File: src/logic/ibuf_mode_pkg.sv
package ibuf_mode_pkg;

    // bit 1 asks for an even line, bit 0 for an odd line
    typedef enum logic [1:0] {
        LD_NONE = 2'd0,
        LD_ODD  = 2'd1,
        LD_EVEN = 2'd2,
        LD_BOTH = 2'd3
    } load_mode_t;

    localparam load_mode_t LD_MODE_RST = LD_BOTH;   // empty buffer wants both banks

endpackage

File: src/logic/ibuf_geom_pkg.sv
package ibuf_geom_pkg;

    // four line slots; even slots fill from the even bank, odd ones from the odd bank
    localparam int NUM_SLOTS  = 4;
    localparam int SLOT_IDX_W = $clog2(NUM_SLOTS);

    // byte pointer is {slot index, byte offset}
    localparam int BIP_OFS_W = 4;                       // 16 bytes per line
    localparam int BIP_W     = SLOT_IDX_W + BIP_OFS_W;

    localparam int DEF_LINE_W = 128;

    typedef logic [SLOT_IDX_W-1:0] slot_idx_t;

endpackage
File: src/logic/ibuf_latch.sv
module ibuf_latch #(
    parameter int LINE_W = ibuf_geom_pkg::DEF_LINE_W
) (
    input  logic                                           clk,
    input  logic                                           rst_n_i,
    input  logic                                           is_init_i,
    input  logic                                           is_resteer_i,
    input  logic                                           is_br_fix_i,
    input  logic [LINE_W-1:0]                              line_even_i,
    input  logic [LINE_W-1:0]                              line_odd_i,
    input  ibuf_geom_pkg::slot_idx_t                       fip_e_lsb_i,
    input  ibuf_geom_pkg::slot_idx_t                       fip_o_lsb_i,
    input  logic                                           miss_even_i,
    input  logic                                           miss_odd_i,
    input  logic                                           stall_even_i,
    input  logic                                           stall_odd_i,
    input  logic [ibuf_geom_pkg::BIP_W-1:0]                 new_bip_i,
    input  logic [ibuf_geom_pkg::BIP_W-1:0]                 old_bip_i,
    output logic [ibuf_geom_pkg::NUM_SLOTS-1:0][LINE_W-1:0] slot_data_o,
    output logic [ibuf_geom_pkg::NUM_SLOTS-1:0]             slot_valid_o,
    output logic                                           even_loaded_o,
    output logic                                           odd_loaded_o
);
    import ibuf_geom_pkg::*;
    import ibuf_mode_pkg::*;

    logic                 cf;
    logic                 miss_any;
    load_mode_t           eff_mode;
    logic [NUM_SLOTS-1:0] ld_strobe;
    logic [NUM_SLOTS-1:0] inval;
    logic [NUM_SLOTS-1:0] slot_valid;

    assign cf       = is_init_i | is_resteer_i | is_br_fix_i;   // any redirect flushes
    assign miss_any = miss_even_i | miss_odd_i;

    ibuf_load_state load_state_inst (
        .clk          (clk),
        .rst_n_i      (rst_n_i),
        .cf_i         (cf),
        .miss_any_i   (miss_any),
        .slot_valid_i (slot_valid),
        .eff_mode_o   (eff_mode)
    );

    ibuf_invalidate invalidate_inst (
        .clk       (clk),
        .new_bip_i (new_bip_i),
        .old_bip_i (old_bip_i),
        .inval_o   (inval)
    );

    ibuf_load_select load_select_inst (
        .clk          (clk),
        .eff_mode_i   (eff_mode),
        .fip_e_lsb_i  (fip_e_lsb_i),
        .fip_o_lsb_i  (fip_o_lsb_i),
        .miss_even_i  (miss_even_i),
        .miss_odd_i   (miss_odd_i),
        .stall_even_i (stall_even_i),
        .stall_odd_i  (stall_odd_i),
        .ld_strobe_o  (ld_strobe)
    );

    ibuf_line_store #(
        .LINE_W (LINE_W)
    ) line_store_inst (
        .clk          (clk),
        .rst_n_i      (rst_n_i),
        .cf_i         (cf),
        .ld_strobe_i  (ld_strobe),
        .inval_i      (inval),
        .line_even_i  (line_even_i),
        .line_odd_i   (line_odd_i),
        .slot_data_o  (slot_data_o),
        .slot_valid_o (slot_valid)
    );

    assign slot_valid_o  = slot_valid;
    assign even_loaded_o = ld_strobe[0] | ld_strobe[2];   // slots 00 and 10
    assign odd_loaded_o  = ld_strobe[1] | ld_strobe[3];

endmodule

File: src/logic/ibuf_line_store.sv
module ibuf_line_store #(
    parameter int LINE_W = ibuf_geom_pkg::DEF_LINE_W
) (
    input  logic                                           clk,
    input  logic                                           rst_n_i,
    input  logic                                           cf_i,
    input  logic [ibuf_geom_pkg::NUM_SLOTS-1:0]             ld_strobe_i,
    input  logic [ibuf_geom_pkg::NUM_SLOTS-1:0]             inval_i,
    input  logic [LINE_W-1:0]                              line_even_i,
    input  logic [LINE_W-1:0]                              line_odd_i,
    output logic [ibuf_geom_pkg::NUM_SLOTS-1:0][LINE_W-1:0] slot_data_o,
    output logic [ibuf_geom_pkg::NUM_SLOTS-1:0]             slot_valid_o
);
    import ibuf_geom_pkg::*;

    logic [NUM_SLOTS-1:0][LINE_W-1:0] bank_line;   // line each slot would take

    always_comb begin
        for (int i = 0; i < NUM_SLOTS; i++) begin
            bank_line[i] = (i % 2 == 0) ? line_even_i : line_odd_i;
        end
    end

    // data only moves on a load
    always_ff @(posedge clk or negedge rst_n_i) begin
        if (!rst_n_i) begin
            slot_data_o <= '0;
        end else begin
            for (int i = 0; i < NUM_SLOTS; i++) begin
                if (ld_strobe_i[i]) begin
                    slot_data_o[i] <= bank_line[i];
                end
            end
        end
    end

    // load wins over flush, flush over invalidate
    always_ff @(posedge clk or negedge rst_n_i) begin
        if (!rst_n_i) begin
            slot_valid_o <= '0;
        end else begin
            for (int i = 0; i < NUM_SLOTS; i++) begin
                if (ld_strobe_i[i]) begin
                    slot_valid_o[i] <= 1'b1;
                end else if (cf_i) begin
                    slot_valid_o[i] <= 1'b0;
                end else if (inval_i[i]) begin
                    slot_valid_o[i] <= 1'b0;   // line fully consumed
                end
            end
        end
    end

endmodule

File: src/logic/ibuf_load_select.sv
module ibuf_load_select (
    input  logic                               clk,
    input  ibuf_mode_pkg::load_mode_t          eff_mode_i,
    input  ibuf_geom_pkg::slot_idx_t           fip_e_lsb_i,
    input  ibuf_geom_pkg::slot_idx_t           fip_o_lsb_i,
    input  logic                               miss_even_i,
    input  logic                               miss_odd_i,
    input  logic                               stall_even_i,
    input  logic                               stall_odd_i,
    output logic [ibuf_geom_pkg::NUM_SLOTS-1:0] ld_strobe_o
);
    import ibuf_geom_pkg::*;
    import ibuf_mode_pkg::*;

    logic want_even;
    logic want_odd;
    logic ld_even;
    logic ld_odd;

    assign want_even = eff_mode_i inside {LD_EVEN, LD_BOTH};
    assign want_odd  = eff_mode_i inside {LD_ODD, LD_BOTH};

    // bank must have the line and must not be held off
    assign ld_even = want_even && !miss_even_i && !stall_even_i;
    assign ld_odd  = want_odd && !miss_odd_i && !stall_odd_i;

    always_comb begin
        for (int i = 0; i < NUM_SLOTS; i++) begin
            ld_strobe_o[i] = (ld_even && (fip_e_lsb_i == slot_idx_t'(i)))
                          || (ld_odd && (fip_o_lsb_i == slot_idx_t'(i)));
        end
    end

    // a bank line may only land in a slot of its own parity
    a_fip_e_even: assert property (@(posedge clk) ld_even |-> !fip_e_lsb_i[0])
        else $error("even bank pointed at an odd slot");

    a_fip_o_odd: assert property (@(posedge clk) ld_odd |-> fip_o_lsb_i[0])
        else $error("odd bank pointed at an even slot");

endmodule

File: src/logic/ibuf_invalidate.sv
module ibuf_invalidate (
    input  logic                               clk,
    input  logic [ibuf_geom_pkg::BIP_W-1:0]     new_bip_i,
    input  logic [ibuf_geom_pkg::BIP_W-1:0]     old_bip_i,
    output logic [ibuf_geom_pkg::NUM_SLOTS-1:0] inval_o
);
    import ibuf_geom_pkg::*;

    logic      wrap;
    slot_idx_t old_slot;

    // offset going backwards means the decoder walked off the end of the old line
    assign wrap     = new_bip_i[BIP_OFS_W-1:0] < old_bip_i[BIP_OFS_W-1:0];
    assign old_slot = old_bip_i[BIP_W-1:BIP_OFS_W];

    always_comb begin
        for (int i = 0; i < NUM_SLOTS; i++) begin
            inval_o[i] = wrap && (old_slot == slot_idx_t'(i));
        end
    end

    // at most one line can be consumed per cycle
    a_inval_onehot0: assert property (@(posedge clk) $onehot0(inval_o))
        else $error("more than one slot invalidated in a cycle");

endmodule

File: src/logic/ibuf_load_state.sv
module ibuf_load_state (
    input  logic                               clk,
    input  logic                               rst_n_i,
    input  logic                               cf_i,
    input  logic                               miss_any_i,
    input  logic [ibuf_geom_pkg::NUM_SLOTS-1:0] slot_valid_i,
    output ibuf_mode_pkg::load_mode_t          eff_mode_o
);
    import ibuf_geom_pkg::*;
    import ibuf_mode_pkg::*;

    load_mode_t           mode_q;
    load_mode_t           next_mode;
    logic [NUM_SLOTS-1:0] pair_free;   // bit i set when slots i and i+1 are both empty
    logic                 even_free;
    logic                 odd_free;

    always_comb begin
        pair_free = '0;
        even_free = 1'b0;
        odd_free  = 1'b0;
        for (int i = 0; i < NUM_SLOTS; i++) begin
            pair_free[i] = !slot_valid_i[i] && !slot_valid_i[(i + 1) % NUM_SLOTS];  // wraps 11-00
            if (i % 2 == 0) begin
                even_free = even_free | !slot_valid_i[i];
            end else begin
                odd_free = odd_free | !slot_valid_i[i];
            end
        end
    end

    always_comb begin
        if (cf_i || (|pair_free)) begin
            next_mode = LD_BOTH;
        end else if (even_free) begin
            next_mode = LD_EVEN;
        end else if (odd_free) begin
            next_mode = LD_ODD;
        end else begin
            next_mode = LD_NONE;
        end
    end

    // a miss on either bank freezes the mode
    always_ff @(posedge clk or negedge rst_n_i) begin
        if (!rst_n_i) begin
            mode_q <= LD_MODE_RST;
        end else if (!miss_any_i) begin
            mode_q <= next_mode;
        end
    end

    assign eff_mode_o = cf_i ? LD_BOTH : mode_q;

    a_cf_forces_both: assert property (@(posedge clk) disable iff (!rst_n_i)
        cf_i |-> eff_mode_o == LD_BOTH)
        else $error("control-flow event without both-bank load");

endmodule

File: config.mk
export PLATFORM = sky130hd
export DESIGN_NAME = ibuf_latch
export DESIGN_NICKNAME = d
export VERILOG_FILES = /design/src/logic/ibuf_mode_pkg.sv /design/src/logic/ibuf_geom_pkg.sv /design/src/logic/ibuf_latch.sv /design/src/logic/ibuf_line_store.sv /design/src/logic/ibuf_load_select.sv /design/src/logic/ibuf_invalidate.sv /design/src/logic/ibuf_load_state.sv
export SDC_FILE = /design/constraint.sdc
export NUM_CORES = 1
export LEC_CHECK = 0
export BUFFER_PORTS_ARGS = -buffer_cell sky130_fd_sc_hd__buf_2
export CAP_MARGIN = 20
export CORE_AREA = 2 2 313 315
export DETAILED_ROUTE_END_ITERATION = 6
export DIE_AREA = 0 0 315 317
export PLACE_DENSITY_LB_ADDON = 0.3
export SLEW_MARGIN = 20
export SYNTH_ARGS = -nofsm -noshare
export SYNTH_HDL_FRONTEND = slang
export SYNTH_HIERARCHICAL = 1
export SYNTH_SLANG_ARGS = --single-unit
export TNS_END_PERCENT = 100
File: constraint.sdc
create_clock -name clk -period 7.05 [get_ports clk]
set_input_delay 1.41 -clock clk [delete_from_list [all_inputs] [get_ports clk]]
set_output_delay 1.41 -clock clk [all_outputs]
set_load 0.02 [all_outputs]
==> impl_metrics.csv, run 1 <==
group,metric,value,unit
synth,synthCells,1130,
grt,grt_max_degree,155,
drt,wl,64.0,mm
clock_network,cts_max_level,2,
grt,gr-usage-met2,0.212,
floorplan,ios,799,
final_layout,drive_gt1_frac,0.721,
setup_path,arrival,3290,ps
setup_path,worstPathRequired,5640,ps
power,peakVddDrop,0.000206,V
grt,grt_usage,0.121,
grt,grt_pass1_wl,90.8,mm
sta,fin_worst_skew,13.0,ps
setup_path,crit_buf_inv,2,
sta,finalMaxSlewViolations,0,
clock_network,clk_latency,630,ps
synth,yosys_warnings,6,
sta,final-hold-violation-count,0,
drt,drtPass1Iterations,4,
grt,grt-busiest-layer,"met2",
setup_path,crit_chain,"buf_2, or3_1, or2_2, or4b_1, o22ai_4, or2_2, buf_2",
drt,first_iter_violations,355,
run_status,status,"finished clean",
floorplan,die_h,317,um
floorplan,core_area,0.0963,sq mm
sta,fin_hold_ws,466,ps
setup_path,worst-setup-path-type,"primary input to primary output",
synth,ys_types,22,
floorplan,start_util,0.204,
setup_path,worst_path_largest_cell_delay,510,ps
floorplan,rows,114,
sta,worst_pin_slew,1070,ps
grt,grt_overflow,0,
setup_path,startpoint,"is_resteer_i",
synth,yosysSeqAreaShare,0.660,
sta,finalSetupViolCount,0,
setup_path,critPathMaxFanout,7,
final_layout,final_util,0.279,
clock_network,cts_buffers,57,
sta,finalCriticalPeriod,4700,ps
floorplan,dieArea,0.0999,sq mm
clock_network,clkSinkCount,518,
setup_path,start_kind,"primary input",
final_layout,fin_nets,2226,
drt,routed_via_density,3.94,
synth,syn_nets,1414,
final_layout,final_area,0.0268,sq mm
grt,antenna_found_initial,15,
power,leakagePower,12.5,nW
placed_design,gp_congestion,0.807,
synth,syn_area_per_cell,17.4,sq um
final_layout,syn_to_final_growth,36.5,%
clock_network,cts_root_buf,"clkbuf_16",
clock_network,cts_tree,"built",
clock_network,clk_pin_slew,50,ps
grt,use_met3,0.0463,
sta,rsz0062_at_grt,"no",
grt,grt_util_met1,0.133,
run,maxCapViolations,0,
drt,wl_per_cell,19.6,um
setup_path,end_kind,"primary output",
setup_path,path_delay_family,"simple AND/OR/NAND/NOR gates",
placed_design,portBuffers,796,
synth,syn_area,0.0197,sq mm
clock_network,cts-resized-gates,0,
hold_path,hp-start,"load_state_inst/mode_q[0]",
setup_path,critical_path.slowest_cell,"or3_1",
hold_path,hp-class,"flop to flop",
synth,ys_ff_latch,518,
drt,num_vias,12900,
sta,fmax,0.213,GHz
placed_design,place_area,0.0249,sq mm
clock_network,cts_hold_buf,0,
placed_design,dp_hpwl,48.1,mm
sta,slew_headroom,0.284,
clock_network,cts_buffer_depth,3,
clock_network,cts_setup_buffers,0,
drt,drc_errors,0,
grt,first_global_vias,13800,
setup_path,worstReg2RegStart,"load_state_inst/mode_q[0]",
drt,postRouteAntennaNets,0,
sta,fin_tns_setup,0,ps
sta,fin_crit_sh,0.666,
power,power_density,367,mW/mm^2
floorplan,dieWidth,315,um
==> final cells by class <==
class	count	area, sq um
well taps	1276	1600
flip-flops and latches	518	13000
clock buffers	81	1690
diodes	3	7.51
clock inverters	23	284
repair buffers	809	4150
inverters	7	26.3
fillers	9920	69400
multi-input cells	549	6110
==> cell usage after synthesis (all sizes together) <==
cell,instances,share of area
a21oi,1,0.00025
dfstp,2,0.0027
dfrtp,516,0.66
buf,56,0.031
or2,6,0.0019
o22ai,4,0.0013
nand2,1,0.00019
or3,1,0.00032
nor3b,4,0.0023
ha,3,0.0019
or4b,2,0.0010
o21ai,1,0.00045
inv,7,0.0013
mux2,512,0.29
o211ai,1,0.00064
nor3,1,0.00025
a32oi,2,0.00089
nand4bb,2,0.0011
nor2,5,0.00096
a21o,3,0.0011
==> registers in the layout (all words and copies together), names as in the netlist <==
register                      flops
line_store_inst/slot_data_o     512
line_store_inst/slot_valid_o      4
load_state_inst/mode_q            2
==> worst reg2reg max path: cells and delay by family, from the launching register on <==
kind / cells / cell delay, ps
muxes: 1 / 470
buffers and inverters: 2 / 1340
and+or+nand+nor: 2 / 340
DFF: 1 / 530
AOI/OAI and AO/OA: 1 / 220
==> through the flow <==
stage,worst slack [ps],total power [mW],std cells
after detailed placement,2340,6.84,3159
after global routing,2310,10.3,3264
after floorplan,2820,5.60,1130
after global placement,2340,6.78,3159
after CTS,2340,10.0,3263
final,2350,9.84,3266
==> worst paths after layout <==
kind	endpoint	slack, ps	depth (start not counted)
worst max register to register	line_store_inst/slot_data_o[461]	4030	6
worst min-delay path	load_state_inst/mode_q[0]	470	2
worst min register to register	load_state_inst/mode_q[0]	470	2
worst max-delay path	odd_loaded_o	2350	7
max in group asynchronous	line_store_inst/slot_data_o[236]	4690	2
min in group asynchronous	line_store_inst/slot_data_o[364]	910	1
==> cells by family (layout without fill, tap and decap cells) <==
family,count (synthesis),in the layout,share of synthesized area
buf+inv,63,920,0.0322
compound gates,12,12,0.00465
simple gates,22,22,0.00809
fa+ha+maj,3,3,0.00191
mux,512,512,0.293
other cells,0,3,0
flops,518,518,0.660
==> cells in the final DEF (no fill, tap or decap), drive strengths merged, types with 3 or more instances in the layout <==
cell / Yosys / final
a21o: 3 / 3
buf: 56 / 809
bufinv: 0 / 6
clkbuf: 0 / 81
clkinv: 0 / 12
clkinvlp: 0 / 3
dfrtp: 516 / 516
diode: 0 / 3
ha: 3 / 3
inv: 7 / 9
mux2: 512 / 512
nor2: 5 / 5
nor3b: 4 / 4
o22ai: 4 / 4
or2: 6 / 6
==> metal layers <==
metal / routed length, um / part of all wire
met1: 23800 / 0.37
met2: 31900 / 0.50
met3: 5900 / 0.092
met4: 2330 / 0.036
met5: 99 / 0.0015
==> power by group <==
part | internal, mW | total [mW] | switching, mW
clock network | 1.88 | 3.10 | 1.22
registers | 3.66 | 4.00 | 0.346
logic | 1.06 | 2.74 | 1.68
total | 6.60 | 9.84 | 3.24
No activity file was read; power rests on OpenSTA's default activity.
==> run 2: changes to the inputs <==
clock period = 3.8 ns   (was 7.05 ns; I/O delays follow)
==> run 2 against run 1 <==
Effect of this change: sequential power is 86% higher; routed wire length is 0.38% higher; first-iteration DRC count is 24% higher; design area is 0.83% higher; non-clock buffer count is 11 higher; combinational power is 86% higher; clock skew is 4.3 ps lower; register-to-register slack worse by 3000 ps; setup slack worse by 2000 ps; global-route usage is 0.10 points higher; sequential share of layout area is 0.40 points lower.
==> impl_metrics.csv, run 2 (same netlist as run 1, synthesis figures left out) <==
group,metric,value,unit
final_layout,regArea,0.0130,sq mm
floorplan,ios,799,
sta,slew_headroom,0.200,
power,peakVddDrop,0.000413,V
grt,antenna_found_initial,13,
sta,worst_pin_slew,1200,ps
setup_path,critical_path.slowest_cell,"or3_1",
sta,fmax,0.292,GHz
clock_network,cts_setup_buffers,0,
placed_design,gp_congestion,0.792,
grt,first_global_vias,13900,
sta,fin_tns_setup,0,ps
floorplan,start_util,0.204,
drt,first_iter_violations,439,
setup_path,critPathMaxFanout,7,
final_layout,fin_nets,2238,
run_status,status,"finished clean",
final_layout,syn_to_final_growth,37.7,%
drt,wl_per_cell,19.6,um
sta,finalMaxSlewViolations,0,
sta,finalSetupViolCount,0,
drt,drc_errors,0,
clock_network,clk_latency,610,ps
floorplan,dieWidth,315,um
sta,fin_worst_skew,8.63,ps
placed_design,portBuffers,796,
grt,grt_max_degree,130,
sta,rsz0062_at_grt,"no",
setup_path,cp_num_cells,7,
drt,drtPass1Iterations,4,
drt,num_vias,12900,
final_layout,largest_register_ffs,512,
setup_path,worst_path_largest_cell_delay,500,ps
run,maxCapViolations,0,
floorplan,rows,114,
setup_path,worstRegToRegCells,6,
final_layout,multi_input_comb_area,0.00611,sq mm
floorplan,dieArea,0.0999,sq mm
drt,wl,64.3,mm
clock_network,cts-resized-gates,0,
power,leakagePower,12.6,nW
placed_design,dp_hpwl,49.2,mm
clock_network,cts_buffer_depth,3,
setup_path,crit_chain,"buf_2, or3_1, or2_2, or4b_1, o22ai_4, or2_2, buf_2",
setup_path,end_kind,"primary output",
drt,wirelength_met1,24.1,mm
floorplan,core_area,0.0963,sq mm
grt,grt_overflow,0,
clock_network,cts_tree,"built",
hold_path,hp-class,"primary input to async pin",
drt,routed.top_layer,"met5",
sta,finalCriticalPeriod,3420,ps
final_layout,regMostFlops,"line_store_inst/slot_data_o",
final_layout,layout.cells.most_common,"buf_2",
drt,postRouteAntennaNets,0,
clock_network,cts_root_buf,"clkbuf_16",
grt,grt_usage,0.122,
final_layout,fill_cells,9976,
final_layout,reg_top3,"line_store_inst/slot_data_o (512), line_store_inst/slot_valid_o (4), load_state_inst/mode_q (2)",
setup_path,crit_buf_inv,2,
grt,grt_pass1_wl,91.6,mm
setup_path,arrival,2660,ps
power,power_density,682,mW/mm^2
sta,fin_crit_sh,0.900,
clock_network,clk_pin_slew,50,ps
setup_path,start_kind,"primary input",
floorplan,die_h,317,um
clock_network,cts_hold_buf,0,
final_layout,layout_common_cells,"795 x buf_2, 516 x dfrtp_1, 512 x mux2_2, 59 x clkbuf_16, 14 x clkinv_2",
final_layout,layout.cells.non_filler,3278,
setup_path,path_delay_family,"simple AND/OR/NAND/NOR gates",
placed_design,place_inst,3170,
setup_path,worstPathRequired,3040,ps
setup_path,worst-setup-path-type,"primary input to primary output",
drt,wl_met2,31.9,mm
clock_network,cts_buffers,58,
clock_network,cts_max_level,2,
power,total_power,18.4,mW
final_layout,drive_gt1_frac,0.723,
drt,route.met3.wl,5.84,mm
drt,routed_via_density,3.93,
sta,final-hold-violation-count,0,
clock_network,clkSinkCount,518,
final_layout,final_util,0.281,
run 2: changes by cell type in the layout (fill, tap and decap cells not counted), moves of 2 or more:
cell | previous run | this run
clkinv_2 | 11 | 14
diode_2 | 3 | 1
clkbuf_8 | 13 | 11
buf_12 | 5 | 11
buf_4 | 8 | 13
bufinv_16 | 6 | 9
run 2: power by group:
group	switching, mW	internal (mW)	total (mW)
Sequential	0.646	6.79	7.43
Clock	2.25	3.66	5.91
Combinational	3.12	1.98	5.10
run 2: final timing paths:
| path | startpoint | to | slack, ps |
|---|---|---|---|
| hold / removal | rst_n_i | line_store_inst/slot_data_o[111] | 140 |
| min in group clk | line_even_i[125] | line_store_inst/slot_data_o[381] | 390 |
| hold reg to reg | load_state_inst/mode_q[0] | load_state_inst/mode_q[0] | 470 |
| setup / recovery | is_resteer_i | odd_loaded_o | 380 |
| setup reg to reg | load_state_inst/mode_q[0] | line_store_inst/slot_data_o[212] | 1070 |
| max in group asynchronous | rst_n_i | line_store_inst/slot_data_o[129] | 2530 |
run 2: layout make-up:
| cell class | instances | share of cell area |
|---|---|---|
| antenna | 1 | 0.0000925 |
| sequential | 518 | 0.479 |
| multi-input combinational | 549 | 0.226 |
| clock buffer | 79 | 0.0614 |
| clock inverter | 28 | 0.0141 |
| timing repair buffer | 820 | 0.159 |
| inverter | 7 | 0.000971 |
| tap | 1276 | 0.0590 |
run 2: layer usage:
layer  GRT usage  vias to the layer above
li1            -                     5682
met1       0.136                     6520
met2       0.212                      545
met3      0.0470                      116
met4      0.0459                       14
met5           0                        -
run 2: per-stage QoR:
stage                     instance area, sq um  hold slack (ps)  setup slack, ps
after floorplan                          19700              435              871
after global placement                   25000              450              373
after detailed placement                 25000              456              349
after CTS                                27100              182              348
after global routing                     27100              160              283
final                                    27100              142              379
